### config.mk
export PLATFORM = sky130hd
export DESIGN_NAME = exec_stage
export DESIGN_NICKNAME = d
export VERILOG_FILES = /design/src/rtl/exec_pkg.sv /design/src/rtl/exec_stage.sv /design/src/rtl/execute.sv /design/src/rtl/cfu.sv /design/src/rtl/meta_unit.sv /design/src/rtl/move_unit.sv /design/src/rtl/alu.sv
export VERILOG_INCLUDE_DIRS = /design/src /design/src/rtl
export SDC_FILE = /design/constraint.sdc
export NUM_CORES = 1
export LEC_CHECK = 0
export BUFFER_PORTS_ARGS = -buffer_cell sky130_fd_sc_hd__clkbuf_2
export CAP_MARGIN = 25
export CELL_PAD_IN_SITES_DETAIL_PLACEMENT = 0
export CELL_PAD_IN_SITES_GLOBAL_PLACEMENT = 1
export CORE_MARGIN = 1
export CORE_UTILIZATION = 32
export CTS_BUF_LIST = sky130_fd_sc_hd__clkbuf_8
export CTS_CLUSTER_DIAMETER = 200
export DETAILED_ROUTE_END_ITERATION = 10
export GPL_TIMING_DRIVEN = 0
export PLACE_DENSITY = 0.73
export SYNTH_ARGS = -nofsm -noshare
export SYNTH_HDL_FRONTEND = slang
export SYNTH_SLANG_ARGS = --single-unit
### constraint.sdc
create_clock -name clk -period 6.2 [get_ports clk]
set_input_delay 0.62 -clock clk [delete_from_list [all_inputs] [get_ports clk]]
set_output_delay 0.62 -clock clk [all_outputs]
set_load 0.01 [all_outputs]
### src/rtl/exec_config.svh
`ifndef EXEC_CONFIG_SVH
`define EXEC_CONFIG_SVH

// Datapath word width
`define EXEC_XLEN 32

// Opcode field width, room for 128 opcodes
`define EXEC_OPC_W 7

// EFLAGS bit positions, standard x86 layout
`define EFL_CF 0
`define EFL_PF 2
`define EFL_AF 4
`define EFL_ZF 6
`define EFL_SF 7
`define EFL_TF 8
`define EFL_IF 9
`define EFL_DF 10
`define EFL_OF 11

`endif
### src/rtl/exec_pkg.sv
`include "exec_config.svh"

package exec_pkg;

  // Decoded instruction classes
  typedef enum logic [`EXEC_OPC_W-1:0] {
    NOP,
    ADD, ADC, INC, SUB, SBB, DEC, CMP,
    AND, TEST, OR, XOR, NOT,
    SHL, SHR, ROL, ROR,
    MOV, LEA, MOVSX, MOVZX, XCHG,
    STC, STD, CLC, CLD, LAHF, SAHF,
    JMP, JZ, JNZ
  } opcode_e;

  // Named view of EFLAGS, MSB first
  typedef struct packed {
    logic [`EXEC_XLEN-13:0] rsvd_hi;
    logic                   of;
    logic                   df;
    logic                   intf;
    logic                   tf;
    logic                   sf;
    logic                   zf;
    logic                   rsvd5;
    logic                   af;
    logic                   rsvd3;
    logic                   pf;
    logic                   rsvd1;
    logic                   cf;
  } eflags_fields_t;

  // Same word, raw or by field
  typedef union packed {
    logic [`EXEC_XLEN-1:0] raw;
    eflags_fields_t        f;
  } eflags_u;

  // Arithmetic and direction flags seen by the units
  typedef struct packed {
    logic df;
    logic af;
    logic cf;
    logic pf;
    logic zf;
    logic sf;
    logic of;
  } status_t;

  typedef struct packed {
    // Core operation, one-hot
    logic op_add;
    logic op_sub;
    logic op_and;
    logic op_or;
    logic op_xor;
    logic op_shl;
    logic op_shr;
    logic op_rol;
    logic op_ror;
    // Modifiers
    logic use_carry;
    logic src_inv;
    logic no_wr;
    logic no_flags;
    logic clear_cf;
    logic clear_of;
  } alu_cntl_t;

  typedef struct packed {
    opcode_e               opc;
    eflags_u               eflags;
    logic [`EXEC_XLEN-1:0] eip;
    logic [3:0]            instr_len;
    logic [`EXEC_XLEN-1:0] opnd0;
    logic [`EXEC_XLEN-1:0] opnd1;
    logic [`EXEC_XLEN-1:0] opnd2;
  } exec_req_t;

  typedef struct packed {
    eflags_u               eflags;
    logic [`EXEC_XLEN-1:0] next_eip;
    logic [`EXEC_XLEN-1:0] opnd0_w;
    logic [`EXEC_XLEN-1:0] opnd1_w;
    logic [`EXEC_XLEN-1:0] opnd2_w;
  } exec_rsp_t;

endpackage

### src/rtl/exec_stage.sv
`timescale 1ns/1ps

module exec_stage
  import exec_pkg::*;
(
  input  logic      clk,
  input  logic      rst,
  input  logic      in_valid,
  input  exec_req_t req,
  output logic      out_valid,
  output exec_rsp_t rsp
);

  logic      valid_q;
  exec_req_t req_q;
  exec_rsp_t rsp_d;

  // Input stage request register
  always_ff @(posedge clk) begin
    req_q <= req;
  end

  always_ff @(posedge clk) begin
    if (rst) begin
      valid_q <= 1'b0;
    end else begin
      valid_q <= in_valid;
    end
  end

  // Purely combinational execution step
  execute execute_i (
    .req (req_q),
    .rsp (rsp_d)
  );

  // Output stage with no back-pressure
  always_ff @(posedge clk) begin
    if (rst) begin
      out_valid <= 1'b0;
      rsp       <= '0;
    end else begin
      out_valid <= valid_q;
      rsp       <= rsp_d;
    end
  end

endmodule

### src/rtl/execute.sv
`timescale 1ns/1ps
`include "exec_config.svh"

module execute
  import exec_pkg::*;
(
  input  exec_req_t req,
  output exec_rsp_t rsp
);

  localparam int XLEN = `EXEC_XLEN;

  alu_cntl_t       cntl;
  status_t         status_in;
  status_t         alu_status;
  status_t         meta_status;
  status_t         st_new;
  logic [XLEN-1:0] alu_b;
  logic [XLEN-1:0] alu_result;
  logic [XLEN-1:0] mu_a_w;
  logic [XLEN-1:0] mu_b_w;
  logic [XLEN-1:0] meta_result;
  logic [XLEN-1:0] next_eip;
  logic            ah_wr;
  logic            is_alu;
  logic            is_move;
  logic            is_meta;
  logic            keep_cf;
  logic            mv_sext;
  logic            mv_zext;
  logic            mv_swap;
  eflags_u         eflags_out;

  // Opcode decode
  always_comb begin
    cntl.op_add    = req.opc inside {ADD, ADC, INC};
    cntl.op_sub    = req.opc inside {SUB, SBB, DEC, CMP};
    cntl.op_and    = req.opc inside {AND, TEST};
    cntl.op_or     = (req.opc == OR);
    cntl.op_xor    = req.opc inside {XOR, NOT};
    cntl.op_shl    = (req.opc == SHL);
    cntl.op_shr    = (req.opc == SHR);
    cntl.op_rol    = (req.opc == ROL);
    cntl.op_ror    = (req.opc == ROR);
    cntl.use_carry = req.opc inside {ADC, SBB};
    cntl.src_inv   = cntl.op_sub;
    cntl.no_wr     = req.opc inside {CMP, TEST};
    cntl.no_flags  = (req.opc == NOT);
    cntl.clear_cf  = req.opc inside {AND, TEST, OR, XOR};
    cntl.clear_of  = cntl.clear_cf;
    // INC and DEC leave the carry alone
    keep_cf        = req.opc inside {INC, DEC};
    is_move        = req.opc inside {MOV, LEA, MOVSX, MOVZX, XCHG};
    mv_sext        = (req.opc == MOVSX);
    mv_zext        = (req.opc == MOVZX);
    mv_swap        = (req.opc == XCHG);
    is_meta        = req.opc inside {STC, STD, CLC, CLD, LAHF, SAHF};
  end

  assign is_alu = cntl.op_add | cntl.op_sub | cntl.op_and | cntl.op_or | cntl.op_xor |
                  cntl.op_shl | cntl.op_shr | cntl.op_rol | cntl.op_ror;

  // Constant 1 for INC and DEC and all ones so XOR acts as NOT
  assign alu_b = keep_cf             ? XLEN'(1) :
                 (req.opc == NOT)    ? '1       :
                                       req.opnd1;

  assign status_in = '{df: req.eflags.f.df, af: req.eflags.f.af, cf: req.eflags.f.cf,
                       pf: req.eflags.f.pf, zf: req.eflags.f.zf, sf: req.eflags.f.sf,
                       of: req.eflags.f.of};

  alu alu_i (
    .cntl       (cntl),
    .status_in  (status_in),
    .a          (req.opnd0),
    .b          (alu_b),
    .status_out (alu_status),
    .result     (alu_result)
  );

  move_unit move_unit_i (
    .sext (mv_sext),
    .zext (mv_zext),
    .swap (mv_swap),
    .a    (req.opnd0),
    .b    (req.opnd1),
    .a_w  (mu_a_w),
    .b_w  (mu_b_w)
  );

  meta_unit meta_unit_i (
    .opc        (req.opc),
    .opnd       (req.opnd0),
    .status_in  (status_in),
    .ah_wr      (ah_wr),
    .result     (meta_result),
    .status_out (meta_status)
  );

  // Runs on every step
  cfu cfu_i (
    .opc       (req.opc),
    .eflags    (req.eflags),
    .eip       (req.eip),
    .instr_len (req.instr_len),
    .target    (req.opnd0),
    .next_eip  (next_eip)
  );

  // Pick the unit whose flags take effect
  always_comb begin
    st_new = status_in;
    if (is_alu) begin
      st_new = alu_status;
      if (keep_cf) begin
        st_new.cf = status_in.cf;
      end
    end else if (is_meta) begin
      st_new = meta_status;
    end
  end

  // Status merged over the input EFLAGS word
  always_comb begin
    eflags_out = req.eflags;
    eflags_out.raw[`EFL_CF] = st_new.cf;
    eflags_out.raw[`EFL_PF] = st_new.pf;
    eflags_out.raw[`EFL_AF] = st_new.af;
    eflags_out.raw[`EFL_ZF] = st_new.zf;
    eflags_out.raw[`EFL_SF] = st_new.sf;
    eflags_out.raw[`EFL_DF] = st_new.df;
    eflags_out.raw[`EFL_OF] = st_new.of;
  end

  // Written operands
  always_comb begin
    rsp.eflags   = eflags_out;
    rsp.next_eip = next_eip;
    if (is_alu && !cntl.no_wr) begin
      rsp.opnd0_w = alu_result;
    end else if (is_move) begin
      rsp.opnd0_w = mu_a_w;
    end else if (ah_wr) begin
      rsp.opnd0_w = meta_result;
    end else begin
      rsp.opnd0_w = req.opnd0;
    end
    rsp.opnd1_w = is_move ? mu_b_w : req.opnd1;
    // No third destination yet
    rsp.opnd2_w = '0;
  end

endmodule

### src/rtl/cfu.sv
`timescale 1ns/1ps
`include "exec_config.svh"

module cfu
  import exec_pkg::*;
(
  input  opcode_e               opc,
  input  eflags_u               eflags,
  input  logic [`EXEC_XLEN-1:0] eip,
  input  logic [3:0]            instr_len,
  input  logic [`EXEC_XLEN-1:0] target,
  output logic [`EXEC_XLEN-1:0] next_eip
);

  localparam int XLEN = `EXEC_XLEN;

  logic            taken;
  logic [XLEN-1:0] seq_eip;

  // Fall-through address
  assign seq_eip = eip + {{(XLEN-4){1'b0}}, instr_len};

  // Branch decision on ZF only
  always_comb begin
    case (opc)
      JMP:     taken = 1'b1;
      JZ:      taken = eflags.f.zf;
      JNZ:     taken = ~eflags.f.zf;
      default: taken = 1'b0;
    endcase
  end

  assign next_eip = taken ? target : seq_eip;

endmodule

### src/rtl/meta_unit.sv
`timescale 1ns/1ps
`include "exec_config.svh"

module meta_unit
  import exec_pkg::*;
(
  input  opcode_e               opc,
  input  logic [`EXEC_XLEN-1:0] opnd,
  input  status_t               status_in,
  output logic                  ah_wr,
  output logic [`EXEC_XLEN-1:0] result,
  output status_t               status_out
);

  logic [7:0] ah_img;

  // AH image: SF ZF 0 AF 0 PF 1 CF
  assign ah_img = {status_in.sf, status_in.zf, 1'b0, status_in.af,
                   1'b0, status_in.pf, 1'b1, status_in.cf};

  always_comb begin
    ah_wr      = 1'b0;
    result     = opnd;
    status_out = status_in;
    case (opc)
      STC: status_out.cf = 1'b1;
      CLC: status_out.cf = 1'b0;
      STD: status_out.df = 1'b1;
      CLD: status_out.df = 1'b0;
      LAHF: begin
        // Only bits 15:8 of EAX change
        result[15:8] = ah_img;
        ah_wr        = 1'b1;
      end
      SAHF: begin
        status_out.sf = opnd[15];
        status_out.zf = opnd[14];
        status_out.af = opnd[12];
        status_out.pf = opnd[10];
        status_out.cf = opnd[8];
      end
      default: ;
    endcase
  end

endmodule

### src/rtl/move_unit.sv
`timescale 1ns/1ps
`include "exec_config.svh"

module move_unit
  import exec_pkg::*;
(
  input  logic                  sext,
  input  logic                  zext,
  input  logic                  swap,
  input  logic [`EXEC_XLEN-1:0] a,
  input  logic [`EXEC_XLEN-1:0] b,
  output logic [`EXEC_XLEN-1:0] a_w,
  output logic [`EXEC_XLEN-1:0] b_w
);

  localparam int XLEN = `EXEC_XLEN;

  logic [XLEN-1:0] b_sx;
  logic [XLEN-1:0] b_zx;

  // Byte source widened to a full word
  assign b_sx = {{(XLEN-8){b[7]}}, b[7:0]};
  assign b_zx = {{(XLEN-8){1'b0}}, b[7:0]};

  // Destination gets the source in every mode
  assign a_w = sext ? b_sx :
               zext ? b_zx :
                      b;

  // Only XCHG writes the source back
  assign b_w = swap ? a : b;

endmodule

### src/rtl/alu.sv
`timescale 1ns/1ps
`include "exec_config.svh"

module alu
  import exec_pkg::*;
(
  input  alu_cntl_t             cntl,
  input  status_t               status_in,
  input  logic [`EXEC_XLEN-1:0] a,
  input  logic [`EXEC_XLEN-1:0] b,
  output status_t               status_out,
  output logic [`EXEC_XLEN-1:0] result
);

  localparam int XLEN  = `EXEC_XLEN;
  localparam int CNT_W = $clog2(XLEN);

  logic [XLEN-1:0]  b_eff;
  logic             cin;
  logic [XLEN:0]    sum;
  logic [4:0]       nib_sum;
  logic [CNT_W-1:0] cnt;
  logic [XLEN:0]    shl_ext;
  logic [XLEN:0]    shr_ext;
  logic [XLEN-1:0]  rol_res;
  logic [XLEN-1:0]  ror_res;
  logic             is_arith;
  logic             is_shrot;

  // Subtract as a + ~b + 1; borrow-in drops the +1
  assign b_eff = cntl.src_inv ? ~b : b;
  assign cin   = cntl.use_carry ? (status_in.cf ^ cntl.src_inv) : cntl.src_inv;

  assign sum     = {1'b0, a} + {1'b0, b_eff} + {{XLEN{1'b0}}, cin};
  // Low nibble alone, for the auxiliary carry
  assign nib_sum = {1'b0, a[3:0]} + {1'b0, b_eff[3:0]} + {4'b0, cin};

  assign cnt     = b[CNT_W-1:0];
  // Extra bit catches the last bit shifted out
  assign shl_ext = {1'b0, a} << cnt;
  assign shr_ext = {a, 1'b0} >> cnt;
  assign rol_res = (a << cnt) | (a >> (XLEN - int'(cnt)));
  assign ror_res = (a >> cnt) | (a << (XLEN - int'(cnt)));

  assign is_arith = cntl.op_add | cntl.op_sub;
  assign is_shrot = cntl.op_shl | cntl.op_shr | cntl.op_rol | cntl.op_ror;

  always_comb begin
    result     = a;
    status_out = status_in;
    if (is_arith) begin
      result = sum[XLEN-1:0];
      // Carry out inverts to borrow on subtract
      status_out.cf = sum[XLEN] ^ cntl.src_inv;
      status_out.af = nib_sum[4] ^ cntl.src_inv;
      status_out.of = (a[XLEN-1] == b_eff[XLEN-1]) && (sum[XLEN-1] != a[XLEN-1]);
    end else if (cntl.op_and) begin
      result = a & b;
    end else if (cntl.op_or) begin
      result = a | b;
    end else if (cntl.op_xor) begin
      result = a ^ b;
    end else if (cntl.op_shl) begin
      result        = shl_ext[XLEN-1:0];
      status_out.cf = shl_ext[XLEN];
    end else if (cntl.op_shr) begin
      result        = shr_ext[XLEN:1];
      status_out.cf = shr_ext[0];
    end else if (cntl.op_rol) begin
      result        = rol_res;
      status_out.cf = rol_res[0];
    end else if (cntl.op_ror) begin
      result        = ror_res;
      status_out.cf = ror_res[XLEN-1];
    end
    // Logic ops force these low
    if (cntl.clear_cf) begin
      status_out.cf = 1'b0;
    end
    if (cntl.clear_of) begin
      status_out.of = 1'b0;
    end
    // Rotates keep ZF, SF and PF
    if (!cntl.op_rol && !cntl.op_ror) begin
      status_out.zf = (result == '0);
      status_out.sf = result[XLEN-1];
      status_out.pf = ~^result[7:0];
    end
    // NOT, or a zero count, leaves every flag alone
    if (cntl.no_flags || (is_shrot && cnt == '0)) begin
      status_out = status_in;
    end
  end

endmodule

* Word level (Yosys, flattened, before mapping)
Cells that the tools add are included.
** Word-level totals
- Flip-flop bits (word level) :: 301
- Logic and storage cells :: 143
- Input port bits :: 174
- Output and inout bits :: 161
** Cells by class
- Shift operators :: 6
- Equal/unequal tests :: 32
- Mux-type cells :: 44
- Add/subtract/negate cells :: 6
- Bitwise operators :: 21
- Reductions and logical operators :: 21
** Operator list (number)
- 32-bit 2-to-1 mux :: 18
- 7-bit by 5-bit equality test with 1-bit output, second input constant :: 15
- 32-bit OR :: 3
- 7-bit by 4-bit equality test with 1-bit output, second input constant :: 8
- 32-bit by 32-bit adder with 33-bit output :: 1
- 33-bit by 1-bit adder with 33-bit output :: 1
- 32-bit by 5-bit left shift with 33-bit output :: 1
- 33-bit by 5-bit right shift with 33-bit output :: 1
- 32-bit by 4-bit adder with 32-bit output :: 1
- 32-bit bitwise AND :: 1
- 32-bit logical NOT :: 1
- 32-bit NOT :: 1
- 32-bit by 32-bit left shift with 32-bit output :: 1
- 32-bit by 5-bit left shift with 32-bit output :: 1
- 32-bit by 32-bit right shift with 32-bit output :: 1
- 32-bit by 5-bit right shift with 32-bit output :: 1
- 32-bit XOR :: 1
- 7-bit by 3-bit equality test with 1-bit output, second input constant :: 4
- 1-bit 2-to-1 mux :: 16
- 16-bit 2-to-1 mux :: 1
- 7-bit by 2-bit equality test with 1-bit output, second input constant :: 2
- 7-bit 2-to-1 mux :: 2
- 1-bit OR :: 11
- 2-bit nonzero test :: 5
- other kinds (22) :: 32

* Longest topological paths before layout
Gate-level depths: netlist (run 1).
- Word-level depth :: 19
- Gate-level depth with buffers :: 31
- Gate-level depth less buffers :: 24

* Cells and area by module
A second synthesis (run 1) with hierarchy kept.
** Unflattened totals
- Cell total of the unflattened synthesis :: 3034
- Area, all modules :: 27979.3 µm²
** By module, submodules not included
- alu :: times used 1, area each 14383.8 µm², cells an instance 1897
- exec_stage :: times used 1, area each 8267.9 µm², cells an instance 513
- execute :: times used 1, area each 2889.0 µm², cells an instance 317
- cfu :: times used 1, area each 1117.3 µm², cells an instance 173
- move_unit :: times used 1, area each 848.3 µm², cells an instance 75
- meta_unit :: times used 1, area each 473.0 µm², cells an instance 59

* Worst setup path after synthesis (run 1)
Ideal clock, no wire load.
- Path type :: register -> register
- Start point :: register req_q[164] in the netlist's numbering
- End point :: register rsp[130] in the netlist's numbering
- Cell stages (with the launch flop) :: 30
- Setup time :: 135 ps
- Setup slack :: -23 ps
- Buffers on the path :: 10
- Arrival time :: 6088 ps
- Period minus slack after synthesis :: 6223 ps
- Cell sequence :: dfxtp_1 buf_6 xor2_2 a311oi_4 nor2_4 buf_6 clkinv_1 buf_2 buf_2 buf_2 buf_1 ha_1 clkbuf_1 clkbuf_1 buf_1 clkbuf_1 mux4_2 nand2_1 nand3_1 o21a_1 a211oi_1 o221ai_1 a21oi_1 a21oi_1 ha_1 xnor2_1 xnor2_1 nor2_1 a211oi_1 a211oi_1
** Between the ends
- Longest elaborated chain between the ends :: 18
** Ends and longest elaborated chain
- from (decl) :: line exec_stage.sv:15 : exec_req_t req_q;
- from (signal assigned) :: line exec_stage.sv:20 : req_q <= req;
- 7-bit by 4-bit equality test with 1-bit output (tied with other cells) :: line execute.sv:40, execute.sv:48, execute.sv:65
- 32-bit 2-to-1 mux / 2-bit nonzero test (equally long branches) :: line execute.sv:65, execute.sv:52
- 32-bit 2-to-1 mux :: line execute.sv:64 : assign alu_b = keep_cf ? XLEN'(1) :
- 6-bit by 5-bit subtractor with 7-bit output :: line alu.sv:42, alu.sv:43
- 32-bit by 32-bit left shift with 32-bit output :: line alu.sv:43 : assign ror_res = (a >> cnt) | (a << (XLEN - int'(cnt)));
- 32-bit OR :: line alu.sv:43
- 32-bit 2-to-1 mux :: line alu.sv:72 : end else if (cntl.op_ror) begin
- 32-bit 2-to-1 mux :: line alu.sv:69 : end else if (cntl.op_rol) begin
- [... 2 more ...]
- 32-bit 2-to-1 mux :: line alu.sv:61 : end else if (cntl.op_xor) begin
- 32-bit 2-to-1 mux :: line alu.sv:59 : end else if (cntl.op_or) begin
- 32-bit 2-to-1 mux :: line alu.sv:57 : end else if (cntl.op_and) begin
- 32-bit 2-to-1 mux :: line alu.sv:51 : if (is_arith) begin
- 8-bit XNOR reduction :: line alu.sv:87 : status_out.pf = ~^result[7:0];
- 3-bit 2-to-1 mux :: line alu.sv:84 : if (!cntl.op_rol && !cntl.op_ror) begin
- 6-bit 2-to-1 mux :: line alu.sv:90 : if (cntl.no_flags || (is_shrot && cnt == '0)) begin
- 7-bit 2-to-1 mux (*) :: line execute.sv:113 : if (is_alu) begin
- to (signal assigned) :: line exec_stage.sv:44 : rsp <= rsp_d;
- to (decl) :: line exec_stage.sv:11 : output exec_rsp_t rsp
Mark *: on every way between the ends. The rest lies on a longest branch, timed or not.
A chain may end at the register's enable or synchronous reset.

* Worst setup path in the final report (run 1)
- Start point :: register req_q[92] in the netlist's numbering
- End point :: register rsp[130] in the netlist's numbering
** Between the ends
- Longest elaborated chain between the ends :: 14
** Ends and longest elaborated chain
- 32-bit by 32-bit left shift with 32-bit output / 32-bit by 5-bit right shift with 32-bit output (equally long branches) :: line alu.sv:43
- 32-bit OR :: line alu.sv:43
- 32-bit 2-to-1 mux :: line alu.sv:72
- 32-bit 2-to-1 mux :: line alu.sv:69
- 32-bit 2-to-1 mux :: line alu.sv:66 : end else if (cntl.op_shr) begin
- 32-bit 2-to-1 mux (*) :: line alu.sv:63 : end else if (cntl.op_shl) begin
- 32-bit 2-to-1 mux (*) :: line alu.sv:61
- 32-bit 2-to-1 mux (*) :: line alu.sv:59
- 32-bit 2-to-1 mux (*) :: line alu.sv:57
- 32-bit 2-to-1 mux (*) :: line alu.sv:51
- 8-bit XNOR reduction (*) :: line alu.sv:87
- 3-bit 2-to-1 mux (*) :: line alu.sv:84
- 6-bit 2-to-1 mux (*) :: line alu.sv:90
- 7-bit 2-to-1 mux (*) :: line execute.sv:113
Marks and branches as above.

==> impl_results.md, run 1 <==
- Die height: 262.1 um
- Fin cells: 4206
- Drt pass-1 iters: 7
- Worst IR Drop VDD: 214.9 uV
- Utilization after layout: 41.50%
- Pin count of the biggest net entering global routing: 13
- Crit-path cells: clkbuf_1 > clkinv_2 > o221ai_1 > o221a_2 > nor2_1 > nor4_1 > o22ai_1 > a21oi_1 > nor2_1 > o21ai_0 > and4b_2 > a311oi_2 > ha_1 > xor2_1 > xnor2_2 > nor2_1 > a211oi_2 > a211oi_2
- Compound-Gate Fraction of Synth Area: 31.40%
- Ports: 335
- Area grow syn2layout: 27.17%
- Worst path slowest cell: clkbuf_1
- CP arrival: 6.87 ns
- Pleak: 0.01137 uW
- Seq/Total Area, Yosys: 24.88%
- Top cells by area, synth: dfxtp_1 (25%), ha_1 (6.0%), a21oi_1 (5.9%)
- Period minus WS final: 6.437 ns
- Initial antenna violation count: 11
- Power Dens Cells: 226.2 mW/mm^2
- Ys async rst share: 0%
- Hold Buf Count CTS: 0
- Top-count cell post-synth: nand2_1
- Synth Area in XOR/XNOR: 3.838%
- DP Cell Count: 4059
- Mapped Avg Cell Area: 7.625 sq um
- Clock Path Buffers: 3
- Wire per inst: 42.42 um
- Synth Instances: 2839
- Status: complete, but fails checks
- CTS buffer count: 41
- Top cells by count, synth: nand2_1 (295), dfxtp_1 (269), a21oi_1 (256)
- Hold WC Path Type: primary input to register
- Final number of setup-violating endpoints: 2
- Setup ws final: -0.2366 ns
- WHS Path Cells: 1
- Worst Reg-to-Reg Cells: 18
- DIE AREA: 0.06869 sq mm
- Worst-skew pair later-pin latency: 0.62 ns
- YS warnings: 0
- # rows: 94
- EDFF count, synth: 0
- Top FF cell, synth: dfxtp_1
- Port bufs: 269
- DR iter-0 viols: 5075
- Worst-path clk slew: 0.07 ns
- Vias: 28.91k
- DRC: 0
- All-layer global routing usage: 50.55%
- Critical path class: register to register
- CTS root buffer: clkbuf_8
- Setup Skew: 0.02301 ns
- Htree depth: 2
- Max cap viols: 0
- CP peak stage delay: 0.92 ns
- Share of cells above drive strength 1: 23.50%
- Standard cell core area: 0.06633 sq mm
- Number of global-route vias before repair: 26.50k
- Die Wd: 262.1 um
- Crit-path max FO: 9
- Synth Cell Area: 0.02165 sq mm
- Register-to-register setup slack: -0.24 ns
- Post-Synth Simple-Gate Area: 17.76%
- GPL Wtd Cong: 1.154
- Largest area contributor in the netlist: dfxtp_1
- CP endpoint kind: register
- Top cell type's share of synthesized area: 24.88%
- Grt ovf: 0
- Crit share post-route: 103.8%
- Yosys reg bits: 269
- Final hold slack: 0.09493 ns
- Largest family of logic cells by synthesized area: compound AO/OA/AOI/OAI gates
- Startpoint Class: register
- First-pass GRT wire length: 234.3 mm
- Worst path required time: 6.64 ns
- CTS tree: built
- Slew @ Worst Pin: 1.232 ns
- Total wire length: 178.4 mm
- Starting density of the core: 32.63%
- Mux cell area share after synthesis: 8.526%
- Worst path most repeated cell: nor2_1
- Post-route ant nets: 0
- Final hold violation count: 0
- Failing checks: negative setup slack
- HPWL Detailed: 142.0 mm
- Synth Area in Adders: 6.231%
- Net count, final: 3583
- Vias per Instance: 6.873
- Unique masters post-synth: 96
- Sink Count: 269
- Slew Limit Headroom: 17.86%
- F_max: 0.1554 GHz
- Slew Limit Fails: 0
worst max-delay path: cells and delay by family, from the launching register on:
| family | cells | cell delay [ns] |
|---|---|---|
| fa+ha+maj | 1 | 0.39 |
| buf+inv | 2 | 1.67 |
| flops | 1 | 0.38 |
| compound gates | 8 | 1.90 |
| simple gates | 5 | 1.44 |
| xor+xnor | 2 | 0.45 |
final timing paths:
kind / from / to
worst max-delay path: req_q[92] / rsp[130]
worst min-delay path: req[48] / req_q[48]
worst max register to register: req_q[92] / rsp[130]
worst min register to register: req_q[149] / rsp[145]
power breakdown:
part / switching [uW] / internal, uW
sequential: 105 / 1830
clock: 710 / 821
combinational: 1900 / 854
total: 2720 / 3510
layer usage:
layer / up-vias / share of wire (%) / global-route usage, %
met5: - / 0.047 / 0
met4: 10 / 8.9 / 35.76
met3: 762 / 16 / 25.68
met2: 2750 / 39 / 69.46
met1: 13900 / 37 / 60.27
li1: 11490 / - / -
placed cells by master, fill, tap and decap left out, drive strengths merged, types with 32 or more instances in the layout:
cell type / netlist / routed
nand3: 126 / 126
nor2b: 36 / 36
dfxtp: 269 / 269
a21oi: 257 / 257
nand2: 295 / 295
mux2i: 64 / 64
buf: 82 / 212
mux4: 49 / 49
xnor2: 39 / 39
o21ai: 211 / 211
nor2: 212 / 212
a31oi: 66 / 66
inv: 84 / 96
a211oi: 129 / 129
o211ai: 63 / 63
clkbuf: 212 / 521
conb: 1 / 32
xor2: 55 / 55
nor3: 53 / 53
o22ai: 38 / 38
ha: 103 / 103
sequential cells by signal, indices dropped and copies added, names as in the netlist:
signal and flops:
out_valid 1, rsp 128, req_q 139, valid_q 1
stage by stage:
stage | power, uW | TNS, ns | worst slack, ns | instance area, sq um
floorplan | 3117 | 0 | 0.08580 | 21760
global route | 6286 | -0.001183 | -0.001183 | 27510
finish | 6228 | -0.3603 | -0.2366 | 27530
CTS | 5997 | 0 | 0.004367 | 27190
global placement | 4272 | -124.34 | -4.692 | 24190
detailed placement | 4283 | -97.31 | -4.125 | 24860
cell families after synthesis:
| group | Yosys count |
|---|---|
| AOI/OAI and AO/OA | 1028 |
| xor gates and xnor gates | 94 |
| adders and majority gates | 106 |
| buffers and inverters | 380 |
| DFF | 269 |
| muxes | 122 |
| other | 1 |
| and+or+nand+nor | 839 |
area by class of cell:
class	count	area, sq um
plain buffers	285	1673
multi-input cells	2221	15540
flip-flops and latches	269	5395
fillers	7023	38800
diodes	10	25.02
clock inverters	22	168.9
clock buffers	50	688.2
well taps	864	1081
inverters	86	351.6
repair buffers	399	2605
timing repair:
item,in CTS,in global routing
endpoints found under the setup margin,38,7
gates cloned,0,0
setup buffers,50,15
resized for setup,305,72
pin swaps,49,29
endpoints found under the hold margin,0,0
No activity file was read; power rests on OpenSTA's default activity.
==> run 2, diff against run 1 <==
Settings changed: ABC_AREA set to 1, PLACE_DENSITY 0.73 to 0.76.
==> run 2 against run 1 <==
The run now ends clean. Synthesized cell count up 18%. Largest cell class unchanged. Largest power group unchanged. Core utilization down 3.3 points. Sequential power about the same. Via count down 8.1%.
==> impl_results.md, run 2 <==
- Synth Cell Area: 0.02065 sq mm
- Die height: 256.1 um
- Most frequent cells in the layout: nand2_1 (835), nand3_1 (564), inv_1 (320)
- Slew Limit Fails: 0
- CP arrival: 6.67 ns
- Htree depth: 2
- Worst IR Drop VDD: 285.3 uV
- Top cell type's share of synthesized area: 26.07%
- Post-Place Worst Slack: -1.163 ns
- Post-route ant nets: 0
- Final hold violation count: 0
- # rows: 92
- EDFF count, synth: 0
- Setup bufs post-CTS: 0
- R2r endpoint: rsp[130]
- Initial antenna violation count: 7
- Synth Instances: 3343
- Reg power frac: 35.3%
- Met2 Resource Use GR: 60.68%
- CTS root buffer: clkbuf_8
- Wire per inst: 30.81 um
- Sw Pwr: 2261 uW
- GPL Wtd Cong: 1.064
- Yosys reg bits: 269
- Seq/Total Area, Yosys: 26.07%
- Most Crowded Layer GR: met2
- Critical path class: register to register
- CTS tree: built
- CP endpoint kind: register
- Clock Path Buffers: 3
- Worst Reg-to-Reg Cells: 23
- Fin cells: 4575
- DP Cell Count: 4492
- Top Registers: req_q: 139 flops, rsp: 128 flops
- Grt ovf: 0
- Top cells by count, synth: nand2_1 (836), nand3_1 (564), inv_1 (302)
- Final number of setup-violating endpoints: 0
- Mapped Avg Cell Area: 6.178 sq um
- Crit-path max FO: 10
- Slew @ Worst Pin: 1.215 ns
- HPWL Detailed: 116.0 mm
- Standard cell core area: 0.06343 sq mm
- Area grow syn2layout: 17.41%
- Share of cells above drive strength 1: 13.32%
- Worst path required time: 6.72 ns
- DRC: 0
- Top cells by area, synth: dfxtp_1 (26%), nand2_1 (15%), nand3_1 (14%)
- Tot Pwr: 5451 uW
- Critical path destination: rsp[130]
- Register-to-register setup slack: 0.05 ns
- Slew Limit Headroom: 18.97%
- Met3 Usage GRT: 9.299%
- Ys async rst share: 0%
- Status: finished, final reports clean
- Switching share of total power: 41.48%
- Sink Count: 269
- Clock network fraction of total power: 29.0%
- All-layer global routing usage: 41.59%
- DIE AREA: 0.06556 sq mm
- Pin count of the biggest net entering global routing: 15
- Power share of the combinational group: 35.7%
- Startpoint Class: register
- Max reg flops: 139
- Vias per Instance: 5.809
- Period minus WS final: 6.148 ns
- Grt met1 use: 57.57%
- Worst-path clk slew: 0.06 ns
- Fillers: 7128
- Ports: 335
- Power Dens Cells: 224.8 mW/mm^2
- Setup Skew: 0.06187 ns
- Pleak: 0.01233 uW
- Unique masters post-synth: 54
- Hold WC Path Type: primary input to register
- Most common cell after layout, fill and taps aside: nand2_1
- Number of global-route vias before repair: 24.41k
- Total wire length: 140.9 mm
- CTS buffer count: 44
- DR iter-0 viols: 4468
- Starting density of the core: 32.56%
- Largest Register: req_q
- Drt pass-1 iters: 6
- YS warnings: 0
- Setup ws final: 0.05201 ns
- Top-count cell post-synth: nand2_1
- Die Wd: 256.1 um
- Internal Pwr Total: 3190 uW
- F_max: 0.1627 GHz
- Net count, final: 3971
- Largest area contributor in the netlist: dfxtp_1
- Worst Setup SP: req_q[164]
- Port bufs: 269
- Max cap viols: 0
- Reg2reg start: req_q[164]
- Worst-skew pair later-pin latency: 0.64 ns
- First-pass GRT wire length: 192.8 mm
- Top FF cell, synth: dfxtp_1
- Vias: 26.58k
- Hold Buf Count CTS: 0
- Crit share post-route: 99.16%
-- run 2: worst min path at each step --
stage | startpoint | endpoint | slack, ns | cells past startpoint
floorplan | valid_q | out_valid | 0.39 | 2
global placement | req_q[141] | rsp[137] | 0.39 | 2
detailed placement | req_q[159] | rsp[155] | 0.39 | 2
CTS | req[81] | req_q[81] | 0.04 | 1
global route | req[93] | req_q[93] | 0.04 | 1
finish | req[90] | req_q[90] | 0.07 | 1
-- run 2: per-layer routing --
layer / share of wire [%] / wire (um) / up-vias
li1: - / - / 11780
met1: 42 / 59280 / 12710
met2: 41 / 57520 / 1760
met3: 11 / 16090 / 328
met4: 5.7 / 7996 / 8
met5: 0.041 / 58 / -
-- run 2: stage by stage --
stage	utilization, %	instance area, sq um	TNS [ns]	hold slack, ns
after floorplan	-	20770	0	0.3883
after global placement	36.54	23170	-3.472	0.3894
after detailed placement	36.59	23210	-2.419	0.3920
after CTS	38.08	24160	0	0.04167
after global routing	38.22	24240	-0.001138	0.04477
final	38.23	24250	0	0.07165
-- run 2: final cells by class --
type                    instances  area, sq um  share of cell area [%]
flip-flops and latches        269         5386                   22.21
inverters                     319         1200                   4.948
plain buffers                 214         1116                   4.602
clock inverters                30        220.2                  0.9081
repair buffers                274         1393                   5.743
multi-input cells            2569        13180                   54.34
clock buffers                  50        688.2                   2.838
diodes                          4        10.01                 0.04128
well taps                     846         1059                   4.365
-- run 2: cell families after synthesis --
family	Yosys count	synth area share, %
buffers and inverters	536	11.07
flip-flops	269	26.07
adder cells (fa/ha/maj)	106	6.531
other	1	0.01816
AND/OR/NAND/NOR	1697	35.37
XOR/XNOR	75	3.271
AO/OA/AOI/OAI	659	17.67
-- run 2: repair_timing --
item                       in CTS  in global routing
gates resized for setup        23                 42
pin swaps                       1                  1
setup endpoints to repair       5                  2
-- run 2: power by group through the flow --
stage	logic [uW]	clock network, uW	registers [uW]
after CTS	1840	1630	1920
final	1950	1580	1920
after global routing	2030	1710	1930
after global placement	1850	0	1960
after floorplan	1000	0	1950
after detailed placement	1830	0	1960
-- run 2: critical path: stages (launching register included) --
cell      delay [ns]
dfxtp_1         0.47
nand2_2         0.16
inv_2           0.08
nand2_1         0.06
nand2_1         0.14
nand2_4         0.14
o21ai_2         0.21
clkbuf_1        0.63
clkbuf_1        0.85
nand2_1         0.36
a221oi_1        0.71
o211ai_1        0.54
nand2_1         0.17
nand2_1         0.06
o21ai_1         0.11
nor2_1          0.09
o21a_1          0.23
ha_1            0.29
xnor2_1         0.19
xnor2_1         0.13
nor2_1          0.12
a21oi_1         0.05
o21ai_0         0.15
inv_1           0.06
